## config.mk

```make
export PLATFORM = sky130hd
export DESIGN_NAME = ifetch_top
export DESIGN_NICKNAME = d
export VERILOG_FILES = /design/src/rtl/ifetch_pkg.sv /design/src/rtl/ifetch_top.sv /design/src/rtl/fetch_unit.sv /design/src/rtl/icache.sv /design/src/rtl/icache_refill.sv
export SDC_FILE = /design/constraint.sdc
export NUM_CORES = 2
export LEC_CHECK = 0
export BUFFER_PORTS_ARGS = -buffer_cell sky130_fd_sc_hd__buf_2
export CAP_MARGIN = 20
export CORE_MARGIN = 2
export CORE_UTILIZATION = 30
export CTS_CLUSTER_DIAMETER = 80
export CTS_CLUSTER_SIZE = 25
export DETAILED_ROUTE_END_ITERATION = 16
export PLACE_DENSITY = 0.48
export SLEW_MARGIN = 10
export SYNTH_ARGS = -nofsm -noshare
export SYNTH_HDL_FRONTEND = slang
export SYNTH_SLANG_ARGS = --single-unit
```

## constraint.sdc

```tcl
create_clock -name clk -period 5.9 [get_ports clk]
set_input_delay 0.885 -clock clk [delete_from_list [all_inputs] [get_ports clk]]
set_output_delay 0.885 -clock clk [all_outputs]
set_load 0.005 [all_outputs]
```

## src/rtl/ifetch_pkg.sv

```systemverilog
package ifetch_pkg;

    localparam int ADDR_W = 32;
    localparam int DATA_W = 32;

    // Cache geometry
    localparam int LINE_WORDS = 4;
    localparam int NUM_LINES = 16;

    // Address split into tag, index, offset and byte fields
    localparam int OFFSET_W = $clog2(LINE_WORDS);
    localparam int INDEX_W = $clog2(NUM_LINES);
    localparam int OFFSET_LSB = 2;
    localparam int INDEX_LSB = OFFSET_LSB + OFFSET_W;
    localparam int TAG_LSB = INDEX_LSB + INDEX_W;
    localparam int TAG_W = ADDR_W - TAG_LSB;

    localparam logic [ADDR_W-1:0] RESET_PC = 32'h0000_0100;

    // Queued instructions plus outstanding requests never exceed this
    localparam int FETCH_CREDITS = 2;

    typedef enum logic [1:0] {
        IC_IDLE,
        IC_LOOKUP,
        IC_REFILL,
        IC_RESPOND
    } icache_state_e;

    typedef enum logic [1:0] {
        RF_IDLE,
        RF_REQ,
        RF_WAIT
    } refill_state_e;

endpackage
```

## src/rtl/ifetch_top.sv

```systemverilog
`timescale 1ns/1ps

module ifetch_top (
    input  logic                          clk,
    input  logic                          rst,
    input  logic                          redirect_valid,
    input  logic [ifetch_pkg::ADDR_W-1:0] redirect_pc,
    output logic                          instr_valid,
    output logic [ifetch_pkg::ADDR_W-1:0] instr_pc,
    output logic [ifetch_pkg::DATA_W-1:0] instr_data,
    input  logic                          instr_ready,
    output logic                          mem_req_valid,
    output logic [ifetch_pkg::ADDR_W-1:0] mem_req_addr,
    input  logic                          mem_req_ready,
    input  logic                          mem_rsp_valid,
    input  logic [ifetch_pkg::DATA_W-1:0] mem_rsp_data
);
    import ifetch_pkg::*;

    // Fetch unit to cache
    logic cpu_req_valid;
    logic [ADDR_W-1:0] cpu_req_addr;
    logic cpu_req_ready;
    logic cpu_rsp_valid;
    logic [DATA_W-1:0] cpu_rsp_data;

    // Cache to refill engine
    logic refill_start;
    logic [ADDR_W-1:0] refill_addr;
    logic fill_we;
    logic [INDEX_W-1:0] fill_index;
    logic [OFFSET_W-1:0] fill_offset;
    logic [DATA_W-1:0] fill_data;
    logic refill_done;

    fetch_unit i_fetch_unit (
        .clk            (clk),
        .rst            (rst),
        .redirect_valid (redirect_valid),
        .redirect_pc    (redirect_pc),
        .cpu_req_valid  (cpu_req_valid),
        .cpu_req_addr   (cpu_req_addr),
        .cpu_req_ready  (cpu_req_ready),
        .cpu_rsp_valid  (cpu_rsp_valid),
        .cpu_rsp_data   (cpu_rsp_data),
        .instr_valid    (instr_valid),
        .instr_pc       (instr_pc),
        .instr_data     (instr_data),
        .instr_ready    (instr_ready)
    );

    icache i_icache (
        .clk           (clk),
        .rst           (rst),
        .cpu_req_valid (cpu_req_valid),
        .cpu_req_addr  (cpu_req_addr),
        .cpu_req_ready (cpu_req_ready),
        .cpu_rsp_valid (cpu_rsp_valid),
        .cpu_rsp_data  (cpu_rsp_data),
        .refill_start  (refill_start),
        .refill_addr   (refill_addr),
        .fill_we       (fill_we),
        .fill_index    (fill_index),
        .fill_offset   (fill_offset),
        .fill_data     (fill_data),
        .refill_done   (refill_done)
    );

    icache_refill i_icache_refill (
        .clk           (clk),
        .rst           (rst),
        .refill_start  (refill_start),
        .refill_addr   (refill_addr),
        .mem_req_valid (mem_req_valid),
        .mem_req_addr  (mem_req_addr),
        .mem_req_ready (mem_req_ready),
        .mem_rsp_valid (mem_rsp_valid),
        .mem_rsp_data  (mem_rsp_data),
        .fill_we       (fill_we),
        .fill_index    (fill_index),
        .fill_offset   (fill_offset),
        .fill_data     (fill_data),
        .refill_done   (refill_done)
    );

endmodule

```

## src/rtl/fetch_unit.sv

```systemverilog
`timescale 1ns/1ps

module fetch_unit (
    input  logic                          clk,
    input  logic                          rst,
    input  logic                          redirect_valid,
    input  logic [ifetch_pkg::ADDR_W-1:0] redirect_pc,
    output logic                          cpu_req_valid,
    output logic [ifetch_pkg::ADDR_W-1:0] cpu_req_addr,
    input  logic                          cpu_req_ready,
    input  logic                          cpu_rsp_valid,
    input  logic [ifetch_pkg::DATA_W-1:0] cpu_rsp_data,
    output logic                          instr_valid,
    output logic [ifetch_pkg::ADDR_W-1:0] instr_pc,
    output logic [ifetch_pkg::DATA_W-1:0] instr_data,
    input  logic                          instr_ready
);
    import ifetch_pkg::*;

    logic [ADDR_W-1:0] pc_q;
    logic epoch_q;

    // PC and epoch of each request the cache has accepted
    logic [ADDR_W-1:0] out_pc [FETCH_CREDITS];
    logic out_epoch [FETCH_CREDITS];
    logic out_wr;
    logic out_rd;
    logic [1:0] out_count;

    // Instruction queue toward the decoder
    logic [ADDR_W-1:0] iq_pc [FETCH_CREDITS];
    logic [DATA_W-1:0] iq_data [FETCH_CREDITS];
    logic iq_wr;
    logic iq_rd;
    logic [1:0] iq_count;

    logic [2:0] used;
    logic req_fire;
    logic rsp_keep;
    logic instr_fire;

    assign used = {1'b0, iq_count} + {1'b0, out_count};

    // Only issue when a queue slot is free for the answer
    assign cpu_req_valid = !redirect_valid && (used < FETCH_CREDITS);
    assign cpu_req_addr = pc_q;
    assign req_fire = cpu_req_valid && cpu_req_ready;

    assign rsp_keep = cpu_rsp_valid && !redirect_valid && (out_epoch[out_rd] == epoch_q);

    assign instr_valid = (iq_count != 2'd0);
    assign instr_pc = iq_pc[iq_rd];
    assign instr_data = iq_data[iq_rd];
    assign instr_fire = instr_valid && instr_ready;

    always_ff @(posedge clk)
    begin
        if (rst)
        begin
            pc_q <= RESET_PC;
            epoch_q <= 1'b0;
        end
        else if (redirect_valid)
        begin
            pc_q <= redirect_pc;
            epoch_q <= !epoch_q;
        end
        else if (req_fire)
            pc_q <= pc_q + ADDR_W'(4);
    end

    always_ff @(posedge clk)
    begin
        if (rst)
        begin
            out_wr <= 1'b0;
            out_rd <= 1'b0;
            out_count <= '0;
        end
        else
        begin
            if (req_fire)
                out_wr <= !out_wr;
            if (cpu_rsp_valid)
                out_rd <= !out_rd;
            out_count <= out_count + {1'b0, req_fire} - {1'b0, cpu_rsp_valid};
        end
    end

    always_ff @(posedge clk)
    begin
        if (req_fire)
        begin
            out_pc[out_wr] <= pc_q;
            out_epoch[out_wr] <= epoch_q;
        end
        // Retag in-flight entries so a second redirect cannot revive them
        if (redirect_valid)
        begin
            for (int i = 0; i < FETCH_CREDITS; i++)
                out_epoch[i] <= epoch_q;
        end
    end

    always_ff @(posedge clk)
    begin
        if (rst)
        begin
            iq_wr <= 1'b0;
            iq_rd <= 1'b0;
            iq_count <= '0;
        end
        else if (redirect_valid)
        begin
            iq_wr <= 1'b0;
            iq_rd <= 1'b0;
            iq_count <= '0;
        end
        else
        begin
            if (rsp_keep)
                iq_wr <= !iq_wr;
            if (instr_fire)
                iq_rd <= !iq_rd;
            iq_count <= iq_count + {1'b0, rsp_keep} - {1'b0, instr_fire};
        end
    end

    always_ff @(posedge clk)
    begin
        if (rsp_keep)
        begin
            iq_pc[iq_wr] <= out_pc[out_rd];
            iq_data[iq_wr] <= cpu_rsp_data;
        end
    end

endmodule

```

## src/rtl/icache.sv

```systemverilog
`timescale 1ns/1ps

module icache (
    input  logic                            clk,
    input  logic                            rst,
    input  logic                            cpu_req_valid,
    input  logic [ifetch_pkg::ADDR_W-1:0]   cpu_req_addr,
    output logic                            cpu_req_ready,
    output logic                            cpu_rsp_valid,
    output logic [ifetch_pkg::DATA_W-1:0]   cpu_rsp_data,
    output logic                            refill_start,
    output logic [ifetch_pkg::ADDR_W-1:0]   refill_addr,
    input  logic                            fill_we,
    input  logic [ifetch_pkg::INDEX_W-1:0]  fill_index,
    input  logic [ifetch_pkg::OFFSET_W-1:0] fill_offset,
    input  logic [ifetch_pkg::DATA_W-1:0]   fill_data,
    input  logic                            refill_done
);
    import ifetch_pkg::*;

    icache_state_e state_q;
    icache_state_e state_d;

    logic [ADDR_W-1:0] req_addr_q;

    logic [NUM_LINES-1:0] valid_q;
    logic [TAG_W-1:0] tag_q [NUM_LINES];
    logic [DATA_W-1:0] data_q [NUM_LINES][LINE_WORDS];

    logic [TAG_W-1:0] req_tag;
    logic [INDEX_W-1:0] req_index;
    logic [OFFSET_W-1:0] req_offset;
    logic line_match;
    logic hit;
    logic req_fire;

    assign req_tag = req_addr_q[ADDR_W-1:TAG_LSB];
    assign req_index = req_addr_q[TAG_LSB-1:INDEX_LSB];
    assign req_offset = req_addr_q[INDEX_LSB-1:OFFSET_LSB];

    assign line_match = valid_q[req_index] && (tag_q[req_index] == req_tag);
    assign hit = (state_q == IC_LOOKUP) && line_match;

    // A hit frees the lookup stage for the next request in the same cycle
    assign cpu_req_ready = (state_q == IC_IDLE) || hit;
    assign req_fire = cpu_req_valid && cpu_req_ready;

    assign cpu_rsp_valid = hit || (state_q == IC_RESPOND);
    assign cpu_rsp_data = data_q[req_index][req_offset];

    assign refill_start = (state_q == IC_LOOKUP) && !line_match;
    assign refill_addr = req_addr_q;

    always_comb
    begin
        state_d = state_q;
        case (state_q)
            IC_IDLE:
            begin
                if (req_fire)
                    state_d = IC_LOOKUP;
            end
            IC_LOOKUP:
            begin
                if (refill_start)
                    state_d = IC_REFILL;
                else if (!req_fire)
                    state_d = IC_IDLE;
            end
            IC_REFILL:
            begin
                if (refill_done)
                    state_d = IC_RESPOND;
            end
            IC_RESPOND: state_d = IC_IDLE;
            default: state_d = IC_IDLE;
        endcase
    end

    always_ff @(posedge clk)
    begin
        if (rst)
        begin
            state_q <= IC_IDLE;
            valid_q <= '0;
        end
        else
        begin
            state_q <= state_d;
            // Line becomes visible only once all four words are in
            if (refill_done)
                valid_q[req_index] <= 1'b1;
        end
    end

    always_ff @(posedge clk)
    begin
        if (req_fire)
            req_addr_q <= cpu_req_addr;
        if (refill_done)
            tag_q[req_index] <= req_tag;
        if (fill_we)
            data_q[fill_index][fill_offset] <= fill_data;
    end

endmodule

```

## src/rtl/icache_refill.sv

```systemverilog
`timescale 1ns/1ps

module icache_refill (
    input  logic                            clk,
    input  logic                            rst,
    input  logic                            refill_start,
    input  logic [ifetch_pkg::ADDR_W-1:0]   refill_addr,
    output logic                            mem_req_valid,
    output logic [ifetch_pkg::ADDR_W-1:0]   mem_req_addr,
    input  logic                            mem_req_ready,
    input  logic                            mem_rsp_valid,
    input  logic [ifetch_pkg::DATA_W-1:0]   mem_rsp_data,
    output logic                            fill_we,
    output logic [ifetch_pkg::INDEX_W-1:0]  fill_index,
    output logic [ifetch_pkg::OFFSET_W-1:0] fill_offset,
    output logic [ifetch_pkg::DATA_W-1:0]   fill_data,
    output logic                            refill_done
);
    import ifetch_pkg::*;

    refill_state_e state_q;

    // Tag and index of the line being filled
    logic [ADDR_W-INDEX_LSB-1:0] line_q;
    logic [OFFSET_W-1:0] word_q;
    logic last_word;

    assign mem_req_valid = (state_q == RF_REQ);
    assign mem_req_addr = {line_q, word_q, {OFFSET_LSB{1'b0}}};

    // Returned word goes straight into the data array
    assign fill_we = (state_q == RF_WAIT) && mem_rsp_valid;
    assign fill_index = line_q[INDEX_W-1:0];
    assign fill_offset = word_q;
    assign fill_data = mem_rsp_data;

    assign last_word = (word_q == OFFSET_W'(LINE_WORDS - 1));

    always_ff @(posedge clk)
    begin
        if (rst)
        begin
            state_q <= RF_IDLE;
            word_q <= '0;
            refill_done <= 1'b0;
        end
        else
        begin
            refill_done <= 1'b0;
            case (state_q)
                RF_IDLE:
                begin
                    if (refill_start)
                    begin
                        line_q <= refill_addr[ADDR_W-1:INDEX_LSB];
                        word_q <= '0;
                        state_q <= RF_REQ;
                    end
                end
                RF_REQ:
                begin
                    if (mem_req_ready)
                        state_q <= RF_WAIT;
                end
                RF_WAIT:
                begin
                    if (mem_rsp_valid)
                    begin
                        word_q <= word_q + 1'b1;
                        if (last_word)
                        begin
                            refill_done <= 1'b1;
                            state_q <= RF_IDLE;
                        end
                        else
                            state_q <= RF_REQ;
                    end
                end
                default: state_q <= RF_IDLE;
            endcase
        end
    end

endmodule

```

Word-level counts from Yosys, hierarchy flattened
Memory sizes are Yosys's and may differ from the RTL's. A register that Yosys moved wholly into a read port is not among the register bits. Index checks and enable logic that the tools add are counted.

Eq/ne operators: 14. Magnitude comparators: 6. Muxes and demuxes: 48. Bitwise logic cells: 6. Reduce and logical (&&, ||, !) cells: 32. Add/subtract/negate cells: 7.

Operator list (number): $mux 32 (5); $mux 128 (1); $bmux 32 s2 (1); $demux 32 s2 (1); $add 32x3->32 const B (1); $eq 24x24->1 (1); $mux 1 (24); $mux 2 (9); $or 16x16->16 (1); $reduce_and 3->1 (4); $logic_and 1x1->1 (11); $eq 2x2->1 const B (4); $mux 4 (2); $pmux 2 s4 (1); $logic_not 1->1 (7); $ge 3x3->1 const B (2); $ne 2x2->1 const B (3); $not 2->3 (2); $pmux 2 s3 (1); $reduce_bool 2->1 (3); $lt 4x5->1 const B (1); $add 2x1->2 (2); $bmux 1 s4 (1); $demux 1 s4 (1); 17 further kinds (24).

Output and inout port bits: 98. Memories: 6. Register bits: 124. Word-level logic and storage cells: 134. Input bits: 70. Memory bits (writable): 2626.

Memory list: i_icache.data_q (depth 16, width 128, rd ports 1, clocked after Yosys merged registers in 1, write ports 1, RTL line icache.sv:28) `logic [DATA_W-1:0] data_q [NUM_LINES][LINE_WORDS];`; i_icache.tag_q (depth 16, width 24, rd ports 1, clocked after Yosys merged registers in 1, write ports 1, RTL line icache.sv:27) `logic [TAG_W-1:0] tag_q [NUM_LINES];`; i_fetch_unit.iq_data (depth 2, width 32, rd ports 1, clocked after Yosys merged registers in 1, write ports 1, RTL line fetch_unit.sv:32) `logic [DATA_W-1:0] iq_data [FETCH_CREDITS];`; i_fetch_unit.iq_pc (depth 2, width 32, rd ports 1, clocked after Yosys merged registers in 1, write ports 1, RTL line fetch_unit.sv:31) `logic [ADDR_W-1:0] iq_pc [FETCH_CREDITS];`; i_fetch_unit.out_pc (depth 2, width 32, rd ports 1, clocked after Yosys merged registers in 1, write ports 1, RTL line fetch_unit.sv:24) `logic [ADDR_W-1:0] out_pc [FETCH_CREDITS];`; i_fetch_unit.out_epoch (depth 2, width 1, rd ports 1, clocked after Yosys merged registers in 1, write ports 2, RTL line fetch_unit.sv:25) `logic out_epoch [FETCH_CREDITS];`.

Longest topological paths before layout
Word-level depth: 9. Mapped depth: 19. Gate-level depth less buffers: 14.

Modules after synthesis
Synthesis repeated with hierarchy kept, for this count alone.

Cell total of the unflattened synthesis: 4503. Area, all modules: 105603.8 um^2.

By module, submodules not included: icache (area an instance 94694.6 um^2, sequential area each 74431.4 um^2, cells each 3800, times used 1); fetch_unit (area an instance 9481.6 um^2, sequential area each 6686.4 um^2, cells each 603, times used 1); icache_refill (area an instance 1427.6 um^2, sequential area each 940.9 um^2, cells each 100, times used 1).

Least setup slack after synthesis
Ideal clock, no wire load.

Path kind: register -> register. Start: register with a tool-made name. End: memory i_fetch_unit.iq_data[0][0], enable pin. Stages on the path, launching flop included: 11. Clock period less this slack: 6.335 ns. Data arrival time: 5.841 ns. Buffers on the path: 2. Data required time: 5.406 ns. Library setup time: 0.494 ns. Slack: -0.435 ns. Cell sequence: dfxtp_1 buf_6 buf_6 mux4_2 mux4_2 xor2_1 nor4_1 nand4_1 o31ai_1 and2_1 nor2b_1.

RTL lines (RTL line): end, declared (fetch_unit.sv:32).

==> reports/metrics.yaml <==
setup_path:
  timing.critical_path.buf_inv: 4
  timing.critical_path.arrival_ns: 5.63
  required_time_reported_for_the_critical_path_endpoint_ns: 6.43
  cpLargestDelayFamily: "simple AND/OR/NAND/NOR gates"
  critPathSlowestCell: "dfxtp_4"
  critPathMostFrequentCell: "buf_12"
  setup.worst_path.end_class: "register"
  cp_cell_sequence: "buf_12 -> mux4_2 -> mux2i_1 -> mux2i_1 -> xor2_1 -> nor4_1 -> nand4_1 -> o31ai_1 -> buf_4 -> and2_1 -> nor2b_4 -> buf_12 -> buf_12"
  critPathLaunchType: "register"
  slowest_delay_ns: 0.61
  category_of_the_critical_setup_timing_path: "reg2reg"
  critPathMaxFanout: 30
logic_synthesis:
  synthesis.instances: 4598
  synth-async-reset-ratio: 0
  yosysWarningCount: 0
  yosys.cell_types.count: 77
  yosys_most_used_dff: "edfxtp_1"
  post_synth.cell_area_avg_um2: 22.98
  number_of_synthesized_register_bits: 2754
  number_of_synthesized_flops_with_an_enable_pin: 2684
  ys_seq_area_frac: 0.7762
  netlist_area_mm2: 0.1056
cts:
  cts-root-to-sink-buffers: 4
  clock-root-buffer: "clkbuf_16"
  cts.repair.resized: 0
  worst_setup_hold_path_clk_slew_ns: 0.10
  ctsHoldBuffers: 0
  count_of_h_tree_levels_built_during_cts: 4
  worst_skew_pair.late_latency_ns: 0.87
  cts.sinks: 2754
  numCtsBuffers: 146
  cts_setup_buffers: 0
  tritoncts_clock_tree: "yes"
timing:
  hold-worst-slack_ns: 0.3271
  final_period_minus_worst_setup_slack_ns: 5.101
  hold_viol: 0
  max_clk_rate_mhz: 196.0
  grt_setup_unrepaired: "false"
  final.setup_skew_ns: 0.07298
  worstMarginPinSlew_ns: 1.110
  maxSlewHeadroom: 0.2601
  slew_violations: 0
  finalSetupViolations: 0
  totalNegativeSetupSlack_ns: 0
  finalCritPeriodShare: 0.8646
floorplan:
  die_area_mm2: 0.3569
  num_io_pins: 168
  placement_rows: 217
  die_height_um: 597.4
  floorplan.die.width_um: 597.4
  floorplan.initialDensity: 0.3019
  core_mm2: 0.3500
placed_design:
  globalplace.congestion: 0.7668
  buffer_ports.inserted: 165
  post-place-cells: 9314
  dp.final_hpwl_um: 168000
global_routing:
  groute.usage.overall: 0.1600
  grt_pass1_vias: 49590
  number_of_antenna_violations_at_the_first_check_in_global_routing: 21
  largest_net_degree_at_the_start_of_global_routing: 125
  wire_length_of_the_first_global_routing_pass_um: 403500
  grt-ovfl-total: 0
detailed_routing:
  route.vias.total: 49160
  antenna_left: 0
  total_met2_wirelength_after_detailed_routing_um: 139300
  routed.top_layer: "met5"
  drt_first_iter_violations: 5485
  route.layer.met1.wl_um: 130200
  met3RoutedLength_um: 15770
  firstDrtPassIters: 7
  drt-wirelength-per-cell_um: 30.39
  routed_via_count_divided_by_cell_count: 5.147
  routed_wirelength_um: 290200
  drt_drc_violations_left: 0
layout:
  post_route_cells_drive_above_1_share: 0.3096
  layout_common_cells: "edfxtp_1 (2684), mux4_2 (735), buf_2 (164)"
  nFillCells: 32410
  nets: 4972
  area_delta_synth_final_pct: 12.19
  mostFrequentLayoutCell: "edfxtp_1"
  layout.cells.non_filler: 9551
power_and_ir_drop:
  total_leakage_power_nw: 35.41
  powerDensity_mw_per_mm2: 324.8
  vdd_drop_max_v: 0.0002106
run:
  drv_cap: 0
run_status:
  status: "finished clean"
worst_hold_path:
  hp-class: "in2reg"
==> Yosys cell counts (23+ instances only) <==
| cell | instances | share of area |
|---|---|---|
| mux2i_1 | 71 | 0.0067 |
| mux4_2 | 735 | 0.16 |
| clkbuf_1 | 133 | 0.0047 |
| nand2_1 | 64 | 0.0023 |
| buf_2 | 34 | 0.0016 |
| o21ai_0 | 29 | 0.0014 |
| inv_1 | 23 | 0.00082 |
| nor2_1 | 164 | 0.0058 |
| edfxtp_1 | 2684 | 0.76 |
| nand3_1 | 32 | 0.0015 |
| mux2_2 | 127 | 0.014 |
| nor3_1 | 36 | 0.0017 |
| dfxtp_1 | 70 | 0.013 |
| buf_1 | 56 | 0.0020 |
==> final timing paths <==
path	slack, ns	from	endpoint	cells after the start
worst min-delay path	0.33	redirect_pc[18]	i_fetch_unit.cpu_req_addr[18]$_SDFFE_PP0P_	3
worst max-delay path	0.80	register	i_fetch_unit.iq_pc[0][20]$_DFFE_PP_	13
worst max register to register	0.80	register	i_fetch_unit.iq_pc[0][20]$_DFFE_PP_	13
worst min register to register	0.46	i_fetch_unit.cpu_req_addr[0]$_SDFFE_PP0P_	i_fetch_unit.out_pc[0][0]$_DFFE_PP_	0
==> sequential cells by signal, indices dropped and copies added (netlist names), 2 cells and up, named ones only <==
register / cells
i_icache_refill.fill_offset: 2
i_icache_refill.line_q: 28
i_fetch_unit.out_pc: 64
i_fetch_unit.iq_pc: 64
i_icache.tag_q: 384
i_icache_refill.state_q: 2
i_fetch_unit.out_count: 2
i_icache.valid_q: 16
i_fetch_unit.iq_data: 64
i_icache.refill_addr: 30
i_fetch_unit.out_epoch: 2
i_fetch_unit.iq_count: 2
i_icache.data_q: 2048
i_fetch_unit.cpu_req_addr: 32
==> worst reg2reg max path, delay by kind of cell, from the launching register on <==
kind / cells / cell delay (ns)
AND/OR/NAND/NOR: 4 / 1.60
XOR/XNOR: 1 / 0.22
flip-flops: 1 / 0.61
multiplexers: 3 / 0.88
buffers and inverters: 4 / 1.03
AO/OA/AOI/OAI: 1 / 0.43
==> metrics by stage <==
step,power (mW),cell area [µm²],setup WS [ns],util
finish,38.50,118500,0.7986,0.3386
global route,39.81,118500,0.5126,0.3386
CTS,38.93,117900,0.7872,0.3369
detailed placement,27.70,113600,0.8470,0.3246
global placement,27.67,113600,0.8703,0.3245
floorplan,25.74,105600,0.3708,-
==> kinds of logic (layout without fill, tap and decap cells) <==
group | count (synthesis) | in the layout | synth area share
buf+inv | 262 | 611 | 0.01039
fa+ha+maj | 10 | 10 | 0.001255
xor+xnor | 30 | 30 | 0.002487
mux | 937 | 937 | 0.1774
other cells | 1 | 6 | 0.00003550
flops | 2754 | 2754 | 0.7762
simple gates | 433 | 433 | 0.02058
compound gates | 171 | 171 | 0.01167
==> metal layers <==
layer,global-route usage,up-vias
met3,0.02279,274
met5,0,-
met4,0.02926,6
met2,0.2592,1372
li1,-,19980
met1,0.2310,27520
==> cell type report <==
class / count / area, µm² / area share
Clock buffer: 165 / 3831 / 0.03233
Sequential cell: 2754 / 82020 / 0.6921
Clock inverter: 39 / 478.0 / 0.004033
Inverter: 26 / 98.84 / 0.0008340
Multi-Input combinational cell: 1583 / 23180 / 0.1956
Antenna cell: 4 / 10.01 / 0.00008446
Timing Repair Buffer: 381 / 3141 / 0.02650
Tap cell: 4599 / 5754 / 0.04855
==> power by group <==
part | internal [mW] | leakage (nW) | switching, mW
registers | 21.7 | 24.8 | 0.341
logic | 2.38 | 8.55 | 2.75
clock network | 4.98 | 2.09 | 6.34
Power figures use the tool's default switching activity.
